`config.mk`:
```
export PLATFORM = sky130hd
export DESIGN_NAME = qos_sched_top
export DESIGN_NICKNAME = d
export VERILOG_FILES = /design/src/qos_cfg_pkg.sv /design/src/qos_sched_pkg.sv /design/src/qos_cfg_regs.sv /design/src/qos_credit_bank.sv /design/src/qos_arbiter.sv /design/src/qos_sched_top.sv
export SDC_FILE = /design/constraint.sdc
export NUM_CORES = 1
export LEC_CHECK = 0
export BUFFER_PORTS_ARGS = -buffer_cell sky130_fd_sc_hd__buf_2
export CORE_MARGIN = 2
export CORE_UTILIZATION = 59
export DETAILED_ROUTE_END_ITERATION = 10
export PLACE_DENSITY = 0.8
export REMOVE_ABC_BUFFERS = 1
export SYNTH_ARGS = -nofsm -noshare
export SYNTH_HDL_FRONTEND = slang
export SYNTH_SLANG_ARGS = --single-unit
```
`constraint.sdc`:
```
create_clock -name i_clk -period 6 [get_ports i_clk]
set_clock_uncertainty 0.15 [all_clocks]
set_input_delay 1.8 -clock i_clk [delete_from_list [all_inputs] [get_ports i_clk]]
set_output_delay 1.8 -clock i_clk [all_outputs]
set_load 0.05 [all_outputs]
```
`src/qos_cfg_pkg.sv`:
```
package qos_cfg_pkg;

    // queue count and credit width
    localparam int QUEUE_NUM = 8;
    localparam int WEIGHT_W  = 4;

    // wrr pointer covers all queues
    localparam int PTR_W = 3;

    // wishbone slave widths
    localparam int WB_ADDR_W = 2;
    localparam int WB_DATA_W = 32;

    // REG_CTRL bit positions
    localparam int CTRL_MODE_BIT = 0;
    localparam int CTRL_EN_BIT   = 4;

    // register addresses as raw values
    localparam logic [WB_ADDR_W-1:0] ADDR_CTRL   = 2'd0;
    localparam logic [WB_ADDR_W-1:0] ADDR_WEIGHT = 2'd1;

endpackage

```
`src/qos_sched_pkg.sv`:
```
package qos_sched_pkg;

    import qos_cfg_pkg::*;

    typedef enum logic {
        SCHED_WRR = 1'b0,
        SCHED_SP  = 1'b1
    } sched_mode_e;

    typedef enum logic [WB_ADDR_W-1:0] {
        REG_CTRL   = ADDR_CTRL,
        REG_WEIGHT = ADDR_WEIGHT
    } reg_addr_e;

    typedef logic [QUEUE_NUM-1:0] queue_mask_t;
    typedef logic [WEIGHT_W-1:0]  weight_t;

    // queue i sits at bits 4i and up
    typedef weight_t [QUEUE_NUM-1:0] weight_vec_t;

    typedef struct packed {
        logic        enable;
        sched_mode_e mode;
        weight_vec_t weights;
    } qos_cfg_t;

    typedef struct packed {
        logic                 cyc;
        logic                 stb;
        logic                 we;
        logic [WB_ADDR_W-1:0] adr;
        logic [WB_DATA_W-1:0] dat;
    } wb_req_t;

    typedef struct packed {
        logic                 ack;
        logic [WB_DATA_W-1:0] dat;
    } wb_rsp_t;

    typedef struct packed {
        logic        vld;
        queue_mask_t grant;
    } sched_result_t;

endpackage

```
`src/qos_cfg_regs.sv`:
```
`timescale 1ns/1ps

module qos_cfg_regs
    import qos_cfg_pkg::*;
    import qos_sched_pkg::*;
(
    input  logic     i_clk,
    input  logic     i_rst,
    input  wb_req_t  i_wb,
    output wb_rsp_t  o_wb,
    output qos_cfg_t o_cfg,
    output logic     o_weight_load
);

    logic                 wb_start;
    logic                 ack_q;
    logic                 weight_load_q;
    logic [WB_DATA_W-1:0] ctrl_word;
    logic [WB_DATA_W-1:0] rd_word;
    logic [WB_DATA_W-1:0] rd_dat_q;
    reg_addr_e            addr;
    qos_cfg_t             cfg_q;

    // a new cycle is taken only while no ack is out
    assign wb_start = i_wb.cyc && i_wb.stb && !ack_q;
    assign addr     = reg_addr_e'(i_wb.adr);

    always_comb begin
        ctrl_word                = '0;
        ctrl_word[CTRL_MODE_BIT] = cfg_q.mode;
        ctrl_word[CTRL_EN_BIT]   = cfg_q.enable;
    end

    always_comb begin
        case (addr)
            REG_CTRL:   rd_word = ctrl_word;
            REG_WEIGHT: rd_word = cfg_q.weights;
            default:    rd_word = '0;
        endcase
    end

    always_ff @(posedge i_clk or posedge i_rst) begin
        if (i_rst) begin
            ack_q         <= 1'b0;
            weight_load_q <= 1'b0;
            cfg_q.enable  <= 1'b0;
            cfg_q.mode    <= SCHED_WRR;
            cfg_q.weights <= '0;
        end else begin
            ack_q         <= wb_start;
            weight_load_q <= wb_start && i_wb.we && (addr == REG_WEIGHT);
            if (wb_start && i_wb.we) begin
                case (addr)
                    REG_CTRL: begin
                        cfg_q.mode   <= sched_mode_e'(i_wb.dat[CTRL_MODE_BIT]);
                        cfg_q.enable <= i_wb.dat[CTRL_EN_BIT];
                    end
                    REG_WEIGHT: cfg_q.weights <= i_wb.dat;
                    default: ;
                endcase
            end
        end
    end

    // sampled together with the ack
    always_ff @(posedge i_clk) begin
        if (wb_start) begin
            rd_dat_q <= rd_word;
        end
    end

    assign o_wb.ack      = ack_q;
    assign o_wb.dat      = rd_dat_q;
    assign o_cfg         = cfg_q;
    assign o_weight_load = weight_load_q;

endmodule

```
`src/qos_credit_bank.sv`:
```
`timescale 1ns/1ps

module qos_credit_bank
    import qos_cfg_pkg::*;
    import qos_sched_pkg::*;
(
    input  logic        i_clk,
    input  logic        i_rst,
    input  qos_cfg_t    i_cfg,
    input  logic        i_weight_load,
    input  logic        i_req,
    input  queue_mask_t i_take,
    output weight_vec_t o_credits
);

    weight_vec_t credit_q;
    weight_vec_t credit_eff;
    weight_vec_t credit_next;
    logic        credit_empty;

    assign credit_empty = (credit_q == '0);

    // empty bank reloads from the configured weights
    assign credit_eff = credit_empty ? i_cfg.weights : credit_q;

    // take is only set for a queue with a nonzero effective credit
    always_comb begin
        for (int q = 0; q < QUEUE_NUM; q++) begin
            credit_next[q] = credit_eff[q] - weight_t'(i_take[q]);
        end
    end

    always_ff @(posedge i_clk or posedge i_rst) begin
        if (i_rst) begin
            credit_q <= '0;
        end else if (i_weight_load) begin
            // forces a reload on the next request
            credit_q <= '0;
        end else if (i_cfg.mode == SCHED_SP) begin
            credit_q <= '0;
        end else if (i_req) begin
            credit_q <= credit_next;
        end
    end

    assign o_credits = credit_eff;

endmodule

```
`src/qos_arbiter.sv`:
```
`timescale 1ns/1ps

module qos_arbiter
    import qos_cfg_pkg::*;
    import qos_sched_pkg::*;
(
    input  logic          i_clk,
    input  logic          i_rst,
    input  qos_cfg_t      i_cfg,
    input  logic          i_req,
    input  queue_mask_t   i_ready,
    input  weight_vec_t   i_credits,
    output queue_mask_t   o_take,
    output sched_result_t o_result
);

    logic [PTR_W-1:0] ptr_q;
    queue_mask_t      eligible;
    queue_mask_t      wrr_grant;
    queue_mask_t      sp_grant;
    queue_mask_t      sel_grant;
    logic             wrr_active;
    sched_result_t    result_q;

    always_comb begin
        for (int q = 0; q < QUEUE_NUM; q++) begin
            eligible[q] = i_ready[q] && (i_credits[q] != '0);
        end
    end

    // start at queue N-1-ptr and walk down past queue 0 to queue 7
    always_comb begin
        logic [PTR_W-1:0] idx;
        logic             found;
        wrr_grant = '0;
        found     = 1'b0;
        for (int k = 0; k < QUEUE_NUM; k++) begin
            idx = PTR_W'(QUEUE_NUM - 1) - ptr_q - PTR_W'(k);
            if (!found && eligible[idx]) begin
                wrr_grant[idx] = 1'b1;
                found          = 1'b1;
            end
        end
    end

    // highest ready queue wins
    always_comb begin
        sp_grant = '0;
        for (int q = 0; q < QUEUE_NUM; q++) begin
            if (i_ready[q]) begin
                sp_grant    = '0;
                sp_grant[q] = 1'b1;
            end
        end
    end

    assign sel_grant  = (i_cfg.mode == SCHED_SP) ? sp_grant : wrr_grant;
    assign wrr_active = i_req && i_cfg.enable && (i_cfg.mode == SCHED_WRR);
    assign o_take     = wrr_active ? wrr_grant : '0;

    // pointer steps on every request in any mode and wraps from 7 to 0
    always_ff @(posedge i_clk or posedge i_rst) begin
        if (i_rst) begin
            ptr_q <= '0;
        end else if (i_req) begin
            ptr_q <= ptr_q + 1'b1;
        end
    end

    always_ff @(posedge i_clk or posedge i_rst) begin
        if (i_rst) begin
            result_q <= '0;
        end else begin
            result_q.vld <= i_req;
            if (i_req) begin
                // disabled means the ready mask goes straight through
                result_q.grant <= i_cfg.enable ? sel_grant : i_ready;
            end
        end
    end

    assign o_result = result_q;

endmodule

```
`src/qos_sched_top.sv`:
```
`timescale 1ns/1ps

module qos_sched_top
    import qos_sched_pkg::*;
(
    input  logic          i_clk,
    input  logic          i_rst,
    input  wb_req_t       i_wb,
    output wb_rsp_t       o_wb,
    input  logic          i_req,
    input  queue_mask_t   i_ready,
    output sched_result_t o_result
);

    qos_cfg_t    cfg;
    logic        weight_load;
    queue_mask_t take;
    weight_vec_t credits;

    qos_cfg_regs u_cfg_regs (
        .i_clk         (i_clk),
        .i_rst         (i_rst),
        .i_wb          (i_wb),
        .o_wb          (o_wb),
        .o_cfg         (cfg),
        .o_weight_load (weight_load)
    );

    // effective credits in, taken queue back out
    qos_credit_bank u_credit_bank (
        .i_clk         (i_clk),
        .i_rst         (i_rst),
        .i_cfg         (cfg),
        .i_weight_load (weight_load),
        .i_req         (i_req),
        .i_take        (take),
        .o_credits     (credits)
    );

    qos_arbiter u_arbiter (
        .i_clk     (i_clk),
        .i_rst     (i_rst),
        .i_cfg     (cfg),
        .i_req     (i_req),
        .i_ready   (i_ready),
        .i_credits (credits),
        .o_take    (take),
        .o_result  (o_result)
    );

endmodule

```
After elaboration in Yosys (flattened, before gate mapping)
Cells that the tools add are included.
{"block": "totals", "regBits": 112, "inputBits": 48, "word_cells": 179}
{"block": "classes", "addsub": 17, "n_lt_le_gt_ge": 16, "n_eq_ne": 1, "mux": 63, "bitwise": 8, "reduce_logical": 50}
{"op": "32-bit 2-to-1 mux", "count": 4}
{"op": "8-bit 2-to-1 mux", "count": 12}
{"op": "32-bit case mux with 2 select lines", "count": 1}
{"op": "8-bit OR", "count": 7}
{"op": "32-bit logical NOT", "count": 1}
{"op": "3-bit by 4-bit less-than comparator with 1-bit output (second input constant)", "count": 8}
{"op": "4-bit nonzero test", "count": 8}
{"op": "4-bit by 1-bit subtractor with 4-bit output", "count": 8}
{"op": "1-bit logical AND", "count": 29}
{"op": "1-bit binary-select mux with 3-bit select", "count": 8}
{"op": "1-bit demux with 3-bit select", "count": 8}
{"op": "3-bit by 1-bit greater-or-equal comparator with 1-bit output (second input constant)", "count": 8}
{"op": "1-bit 2-to-1 mux", "count": 24}
{"op": "3-bit subtractor (second input constant)", "count": 4}
{"op": "1-bit logical NOT", "count": 8}
{"op": "7-bit 2-to-1 mux", "count": 1}
{"op": "6-bit 2-to-1 mux", "count": 1}
{"op": "3-bit by 2-bit subtractor with 3-bit output (second input constant)", "count": 2}
{"op": "5-bit 2-to-1 mux", "count": 1}
{"op": "4-bit 2-to-1 mux", "count": 1}
{"op": "2-bit AND reduction", "count": 2}
{"op": "3-bit by 1-bit adder with 3-bit output (second input constant)", "count": 1}
{"op": "3-bit 2-to-1 mux", "count": 1}
{"op": "3-bit nonzero test", "count": 1}
{"op": "other kinds (6)", "count": 6}

Logic depth before layout (Yosys ltp)
Gate-level depths: netlist of the first run.
{"block": "logic_depth", "depth_word": 33, "ltp_mapped": 21, "ltp_nobuf": 17}

Hierarchy
From an unflattened synthesis of the first run, not the netlist that was laid out.
{"block": "hier_totals", "cells_unflattened": 702, "area_unflattened_um2": 7270.7}
{"mod": "qos_cfg_regs", "n_inst": 1, "cells_each": 150, "area_each_um2": 2578.7, "seq_area_each_um2": 1861.8}
{"mod": "qos_credit_bank", "n_inst": 1, "cells_each": 281, "area_each_um2": 2433.6, "seq_area_each_um2": 800.8}
{"mod": "qos_arbiter", "n_inst": 1, "cells_each": 271, "area_each_um2": 2258.4, "seq_area_each_um2": 300.3}

Worst setup path after synthesis of the first run
No wires, ideal clock.
{"block": "synth_timing", "kind": "input port to flip-flop", "from": "input i_ready[1]", "to": "register u_credit_bank.credit_q[26] (netlist bit)", "setup_time_ns": 0.121, "arrival_ns": 4.639, "required_time_ns": 5.729, "path_slack_ns": 1.090, "cell_stages": 15, "path_buffers": 1, "cell_sequence": "o21ai_1 mux4_2 mux2_2 and2_1 a221o_2 nand3_2 buf_2 a211oi_1 a211oi_1 nor2_1 ha_1 ha_1 nand3b_1 o21ai_0 a22o_1"}
{"block": "synth_via", "elab_chain_len": 30}
{"item": "start: declaration", "line_no": "qos_sched_top.sv:11", "text": "input queue_mask_t i_ready,"}
{"item": "1-bit logical AND (*)", "line_no": "qos_arbiter.sv:27", "text": "eligible[q] = i_ready[q] && (i_credits[q] != '0);"}
{"item": "1-bit binary-select mux with 3-bit select", "line_no": "qos_arbiter.sv:39", "text": "if (!found && eligible[idx]) begin"}
{"item": "1-bit 2-to-1 mux (not written as such)", "line_no": "qos_arbiter.sv:39"}
{"item": "1-bit 2-to-1 mux", "line_no": "qos_arbiter.sv:39"}
{"item": "1-bit logical NOT", "line_no": "qos_arbiter.sv:39"}
{"item": "1-bit logical AND", "line_no": "qos_arbiter.sv:39"}
{"item": "1-bit 2-to-1 mux", "line_no": "qos_arbiter.sv:39"}
{"item": "1-bit logical NOT", "line_no": "qos_arbiter.sv:39"}
{"item": "[14 not listed]"}
{"item": "1-bit logical NOT", "line_no": "qos_arbiter.sv:39"}
{"item": "1-bit logical AND", "line_no": "qos_arbiter.sv:39"}
{"item": "8-bit 2-to-1 mux (*)", "line_no": "qos_arbiter.sv:39"}
{"item": "8-bit 2-to-1 mux (*)", "line_no": "qos_arbiter.sv:59", "text": "assign o_take = wrr_active ? wrr_grant : '0;"}
{"item": "4-bit by 1-bit subtractor with 4-bit output (*)", "line_no": "qos_credit_bank.sv:29", "text": "credit_next[q] = credit_eff[q] - weight_t'(i_take[q]);"}
{"item": "32-bit 2-to-1 mux (*)", "line_no": "qos_credit_bank.sv:41", "text": "end else if (i_req) begin"}
{"item": "32-bit 2-to-1 mux (*)", "line_no": "qos_credit_bank.sv:39", "text": "end else if (i_cfg.mode == SCHED_SP) begin"}
{"item": "32-bit 2-to-1 mux (*)", "line_no": "qos_credit_bank.sv:36", "text": "end else if (i_weight_load) begin"}
{"item": "end signal: assignment", "line_no": "qos_credit_bank.sv:42", "text": "credit_q <= credit_next;"}
{"item": "end: declaration", "line_no": "qos_credit_bank.sv:16", "text": "weight_vec_t credit_q;"}
Every way passes the cells marked *; elsewhere a longest branch is shown, timed or not. The select of a mux whose other input is x is not followed.
A chain may end at the register's enable or synchronous reset.

Worst setup path in the final report of the first run
{"block": "layout_timing", "from": "register u_arbiter.ptr_q[1]", "to": "register u_credit_bank.credit_q[3] (netlist bit)"}
{"block": "layout_via", "elab_chain_len": 30}
{"item": "start: declaration", "line_no": "qos_arbiter.sv:17", "text": "logic [PTR_W-1:0] ptr_q;"}
{"item": "start signal: assignment", "line_no": "qos_arbiter.sv:66", "text": "ptr_q <= ptr_q + 1'b1;"}
{"item": "3-bit subtractor (*)", "line_no": "qos_arbiter.sv:38", "text": "idx = PTR_W'(QUEUE_NUM - 1) - ptr_q - PTR_W'(k);"}
{"item": "parallel branches: the longest is 23 deep, another holds 3-bit by 4-bit less-than comparator with 1-bit output"}
{"item": "8-bit 2-to-1 mux (*)", "line_no": "qos_arbiter.sv:39"}
{"item": "8-bit 2-to-1 mux (*)", "line_no": "qos_arbiter.sv:59"}
{"item": "4-bit by 1-bit subtractor with 4-bit output (*)", "line_no": "qos_credit_bank.sv:29"}
{"item": "32-bit 2-to-1 mux (*)", "line_no": "qos_credit_bank.sv:41"}
{"item": "32-bit 2-to-1 mux (*)", "line_no": "qos_credit_bank.sv:39"}
{"item": "32-bit 2-to-1 mux (*)", "line_no": "qos_credit_bank.sv:36"}
Every way passes the cells marked *. The select of a mux whose other input is x is not followed.

==> run metrics, run 1 <==
gr ovfl total=0; htree depth=3; GRT Util Overall=between 30% and 40%; antenna violations before repair=0; CTS Hold Buffers Added=0; Peak VDD IR=0.474 mV; count of different cell masters after synthesis=77; post_cts resized=0; DP Wirelength=14,100 µm; total power=4.91 mW; DRT antenna net count=0; Die X-Extent=about 110 µm; GP Congestion=0.950; area share of the largest cell type after synthesis=around 29%; CP Data Arrival Time=around 5.4 ns; relative slew slack=18.4%; Post-Syn Area per Cell=10.1 µm²; Mapped Cells=686; IO Port Bufs=89; synth top area cells=dfrtp_1 (29%), edfxtp_1 (14%), mux2_2 (5.9%); clock net sink count=112; register area share after synthesis=42.8%; first-pass GRT wire length=32,500 µm; DIE HEIGHT=112 µm; Area after DPL=0.00749 mm²; cell area after layout=0.00781 mm²; CP required=around 6 ns; Post-synth EDFFs=32; Setup violations, final=0; Area Growth Syn to Fin=13.0%; DR iter-0 viols=929; vias per inst=~6.8; number of global-route vias before repair=5,884; WL per Instance=22.0 µm; Yosys reg bits=112; Fill cells=872; clock latency on the worst-skew pair=0.37 ns; share of cells above drive strength 1=between 20% and 30%; mapped cell area=0.00692 mm²; Die ar.=about 0.013 mm²; yosys warns=0; Core Rows=39; number of diodes=0; Worst Hold Class=flop to flop; status=complete, no violations; Reg2Reg Depth=16; final hold vios=0; Setup crit end kind=flop; FMAX=188 MHz; Synth async-reset ratio=a little under three quarters; Residual DRC=0; IO Pins=90; core footprint=0.0114 mm²; Max Cap Viol=0; crit share post-route=88.6%; most numerous cell in the Yosys netlist=dfrtp_1; fin crit period=~5.3 ns; worst-margin pin slew=1.21 ns; CTS root buffer=clkbuf_16; Initial Util=60.6%; Synth Flop Type=dfrtp_1; CP startpoint kind=flop; nets=~830; Pwr Density=628 mW/mm²; routed vias=6,136; Finished Core Util=68.4%; largest net degree at the start of global routing=45; CTS clock-pin slew for the worst setup and hold paths=~0.07 ns; CTS max path bufs=2; Setup CP Type=flop to flop; RSZ-0062 raised after global routing=no; critical-path maximum fanout=17; cts bufs inserted=9; setup TNS=0 ns; cell accounting for the most synthesized area=dfrtp_1; Pre-antenna DRT Iters=6; commonest cells in the synthesized netlist=dfrtp_1 (80), nand2_1 (55), a21oi_1 (43), nor2_1 (43), o21ai_0 (42); leakage=3.17 nW; Setup Fix Bufs, Post-CTS=0; CTS tree=yes; count of pins over their slew limit=0; total wire length=20,000 µm; Hold Path Stages=2
-- per-layer routing --
metal | up-vias | track usage, % | routed length (µm)
met5 | - | 0 | 0
met4 | 0 | 13.3 | 654
met3 | 42 | 7.18 | 1670
met2 | 337 | 48.6 | 9070
met1 | 2968 | 47.2 | 8610
li1 | 2789 | - | -
-- cell families after synthesis --
logic type,Yosys count,share of synthesized area [%]
AO/OA/AOI/OAI,228,23.8
XOR/XNOR,5,0.633
adder cells (fa/ha/maj),22,3.98
multiplexers,47,8.54
flip-flops,112,42.8
buffers and inverters,60,3.53
AND/OR/NAND/NOR,212,16.7
-- final timing paths --
check	startpoint	slack, ns	endpoint
max reg2reg	u_arbiter.ptr_q[1]$_DFFE_PP0P_	0.68	u_credit_bank.credit_q[3]$_DFFE_PP0P_
max	u_arbiter.ptr_q[1]$_DFFE_PP0P_	0.68	u_credit_bank.credit_q[3]$_DFFE_PP0P_
max in group asynchronous	i_rst	3.31	u_cfg_regs.o_cfg[18]$_DFFE_PP0P_
min	u_arbiter.o_result[7]$_DFFE_PP0P_	0.38	u_arbiter.o_result[7]$_DFFE_PP0P_
min reg2reg	u_arbiter.o_result[7]$_DFFE_PP0P_	0.38	u_arbiter.o_result[7]$_DFFE_PP0P_
min in group asynchronous	i_rst	1.37	u_cfg_regs.o_cfg[7]$_DFFE_PP0P_
-- state kept, by name, summed over array words and instances, names as in the netlist --
register and cells:
u_cfg_regs.o_cfg 34, u_cfg_regs.rd_dat_q 32, u_credit_bank.credit_q 32, u_arbiter.o_result 9, u_arbiter.ptr_q 3, u_cfg_regs.ack_q 1
u_cfg_regs.o_weight_load 1
-- per-stage QoR --
stage               hold slack, ns  setup WS, ns  cells
floorplan                    0.360         0.813    645
detailed placement           0.363         0.502    891
global route                 0.416         0.374    907
global placement             0.361         0.587    891
finish                       0.383         0.681    907
CTS                          0.380         0.847    907
-- layout by cell type (no fill, tap or decap), types with 13 or more instances in the layout --
cell type   n
inv_1      17
mux2_2     36
a31oi_1    15
o21ai_0    42
buf_2      89
buf_4      14
and2_1     34
nor2_1     42
dfrtp_1    80
a21oi_1    43
edfxtp_1   32
nand2_1    55
ha_1       22
o211ai_1   13
a211oi_1   17
-- report_power, final --
group,switching (mW),internal (mW)
sequential,0.246,0.956
combinational,1.99,1.04
clock,0.301,0.374
total,2.54,2.37
-- final cells by class --
class	count	area, µm²	area share (%)
Multi-Input combinational cell	514	3720	47.6
Sequential cell	112	2960	37.9
Timing Repair Buffer	103	551	7.05
Clock buffer	10	229	2.93
Tap cell	143	179	2.29
Clock inverter	6	97.6	1.25
Inverter	19	72.6	0.929
-- critical path, stage by stage (launching register included) --
cell and delay [ns]:
dfrtp_1 0.69, inv_2 0.26, ha_1 0.78, inv_1 0.18, buf_4 0.24, mux2i_1 0.13, a221oi_1 0.35, a21o_1 0.27
a221o_2 0.30, nand3_2 0.30, or4_1 0.59, o21ai_1 0.11, ha_1 0.20, o211ai_1 0.14, a211oi_1 0.29, a31oi_1 0.08
o22ai_1 0.16
No activity file was read; power rests on OpenSTA's default activity.
==> inputs of run 2 (changes only) <==
--- a/config.mk
+++ b/config.mk
@@ -6,10 +6,12 @@
 export NUM_CORES = 1
 export LEC_CHECK = 0
 export BUFFER_PORTS_ARGS = -buffer_cell sky130_fd_sc_hd__buf_2
+export CELL_PAD_IN_SITES_DETAIL_PLACEMENT = 1
+export CELL_PAD_IN_SITES_GLOBAL_PLACEMENT = 2
 export CORE_MARGIN = 2
-export CORE_UTILIZATION = 59
+export CORE_UTILIZATION = 37
 export DETAILED_ROUTE_END_ITERATION = 10
-export PLACE_DENSITY = 0.8
+export PLACE_DENSITY = 0.79
 export REMOVE_ABC_BUFFERS = 1
 export SYNTH_ARGS = -nofsm -noshare
 export SYNTH_HDL_FRONTEND = slang
==> run 2 against run 1 <==
Against the previous run:
- maximum frequency rose by 1.1%
- sequential power is essentially flat
- critical endpoint is now u_credit_bank.credit_q[30]$_DFFE_PP0P_
- utilization decreased by 25 points
==> run metrics, run 2 (synthesized netlist as in run 1, its figures left out) <==
status=complete, no violations; clock net sink count=112 (unchanged); WL per Instance=23.0 µm (+4.5%); Setup Fix Bufs, Post-CTS=0 (unchanged); relative slew slack=25.2% (+6.7 points); Highest Signal Layer=met4; R2R Setup Slk=0.81 ns (+0.13 ns); nets=833 (+0.48%); Initial Util=38.1% (-22 points); fin crit period=5.26 ns (-0.0601 ns); routed vias=6,083 (-0.86%); worst-margin pin slew=1.11 ns (-0.0993 ns); Fill cells=2,055 (+140%); DR iter-0 viols=372 (-60%); gr ovfl total=0 (unchanged); leakage=3.18 nW (+0.27%); Area Growth Syn to Fin=14.8%; Peak VDD IR=0.434 mV (-8.6%); Setup violations, final=0 (unchanged); GRT Util Overall=23.6% (-9.2 points); antenna violations before repair=0 (unchanged); share of cells above drive strength 1=26.0% (+0.39 points); most frequent cells in the layout=buf_2 (89), dfrtp_1 (80), nand2_1 (55), a21oi_1 (43); RSZ-0062 raised after global routing=no; htree depth=3 (unchanged); Pre-antenna DRT Iters=5 (-1); CP startpoint kind=input port; CTS tree=yes; number of diodes=0 (unchanged); critical-path maximum fanout=8 (-9); clock share of power=12.8% (-0.9 points); total wire length=23,000 µm (+15%); DIE HEIGHT=141 µm (+25%); Sequential Area=0.00296 mm² (unchanged); Setup crit start=i_ready[2]; crit share post-route=87.6% (-1.0 points); IO Port Bufs=89 (unchanged); slowest CP cell=mux4_2; Comb pwr share=63.7% (+1.9 points); cts bufs inserted=9 (unchanged); final hold vios=0 (unchanged); Pwr Density=637 mW/mm² (+1.4%); Crit path max-delay family=compound AO/OA/AOI/OAI gates; Setup CP Type=input port to flop; DRT antenna net count=0 (unchanged); CTS clock-pin slew for the worst setup and hold paths=0.08 ns (about the same); CP Data Arrival Time=5.35 ns (-0.09 ns); worst setup margin=0.741 ns (+0.0601 ns); DP Wirelength=17,200 µm (+22%); Core Rows=49 (+26%); CTS root buffer=clkbuf_16; crit path buf inv count=2 (-1); DR WL met3=969 µm (-42%); Switching Fraction=52.8% (+1.1 points); largest net degree at the start of global routing=57 (+27%); CP required=6.10 ns (-0.02 ns); CTS max path bufs=2 (unchanged); number of global-route vias before repair=6,406 (+8.9%); Residual DRC=0 (unchanged); internal power=2.39 mW (+0.60%); setup TNS=0 ns (unchanged); Die ar.=0.0198 mm² (+57%); post_cts resized=0 (unchanged); most common library cell in the layout ignoring fill and taps=buf_2; Critical Path, Cell by Cell=buf_2 > o41ai_2 > mux4_2 > mux2_2 > and2_1 > a221o_2 > nand3_2 > buf_4 > a211oi_1 > a211oi_1 > nor2_1 > ha_1 > ha_1 > nand3b_1 > o21ai_0 > a22o_1; IO Pins=90 (unchanged); clock latency on the worst-skew pair=0.37 ns (about the same); worst reg2reg startpoint=u_arbiter.ptr_q[1]$_DFFE_PP0P_; critical hold path startpoint=u_arbiter.o_result[7]$_DFFE_PP0P_; DRT met1 WL=10,600 µm (+23%); Max Cap Viol=0 (unchanged); FMAX=190 MHz (+1.1%); count of pins over their slew limit=0 (unchanged); Multi-input gate area=0.00373 mm² (+0.13%); NetSw=2.67 mW (+5.3%); Die X-Extent=141 µm (+25%); Worst Hold Class=flop to flop; GP Congestion=0.987 (+3.9%); CTS Hold Buffers Added=0 (unchanged); CP max stage delay=0.51 ns (-0.27 ns); first-pass GRT wire length=36,700 µm (+13%); vias per inst=6.10 (-9.8%); Sequential Power Share=23.6% (-0.9 points); Setup crit end kind=flop; max reg flops=34 (unchanged); pre-CTS WS=0.380 ns (-0.121 ns); core footprint=0.0181 mm² (+59%); met2 wire length=11,100 µm (+23%)
[run 2: cell types whose count changed in the layout (fill, tap and decap cells not counted), sizes merged]
cell      previous run  this run
clkinvlp             0         1
buf                103       107
bufinv               2         1
[run 2: area by class of cell]
class / instances / area share (%)
Multi-Input combinational cell: 514 / 46.9
Sequential cell: 112 / 37.3
Timing Repair Buffer: 107 / 7.31
Tap cell: 229 / 3.61
Clock buffer: 10 / 2.88
Clock inverter: 6 / 1.04
Inverter: 19 / 0.914
[run 2: final timing paths]
path	endpoint	cells past startpoint
worst max-delay path	u_credit_bank.credit_q[30]$_DFFE_PP0P_	16
worst min-delay path	u_arbiter.o_result[7]$_DFFE_PP0P_	2
worst max register to register	u_credit_bank.credit_q[15]$_DFFE_PP0P_	17
worst min register to register	u_arbiter.o_result[7]$_DFFE_PP0P_	2
max in group asynchronous	u_credit_bank.credit_q[30]$_DFFE_PP0P_	3
min in group asynchronous	u_credit_bank.credit_q[26]$_DFFE_PP0P_	2
[run 2: worst reg2reg max path: cells and delay by family (launching register included)]
| family | cells | cell delay, ns |
|---|---|---|
| adder cells (fa/ha/maj) | 2 | 0.87 |
| AO/OA/AOI/OAI | 9 | 1.87 |
| buffers and inverters | 3 | 0.69 |
| flip-flops | 1 | 0.68 |
| AND/OR/NAND/NOR | 3 | 0.85 |
[run 2: power groups by stage]
| stage | Clock (mW) | Sequential (mW) | Combinational, mW |
|---|---|---|---|
| after floorplan | 0 | 1.28 | 1.98 |
| after CTS | 0.659 | 1.19 | 3.20 |
| final | 0.646 | 1.19 | 3.22 |
| after detailed placement | 0 | 1.20 | 3.19 |
| after global routing | 0.690 | 1.22 | 3.50 |
| after global placement | 0 | 1.18 | 3.14 |
[run 2: per-layer routing]
layer | vias up | GRT usage, %
li1 | 2808 | -
met1 | 3100 | 32.3
met2 | 156 | 40.0
met3 | 19 | 2.99
met4 | 0 | 5.37
met5 | - | 0
[run 2: metrics by stage]
step	area [µm²]	power [mW]	hold slack, ns	utilization, %	std cells
after floorplan	6740	3.26	0.360	-	645
after global placement	7630	4.32	0.348	42.0	981
after detailed placement	7630	4.39	0.362	42.0	981
after CTS	7940	5.04	0.383	43.8	997
after global routing	7940	5.41	0.434	43.8	997
final	7940	5.06	0.370	43.8	997
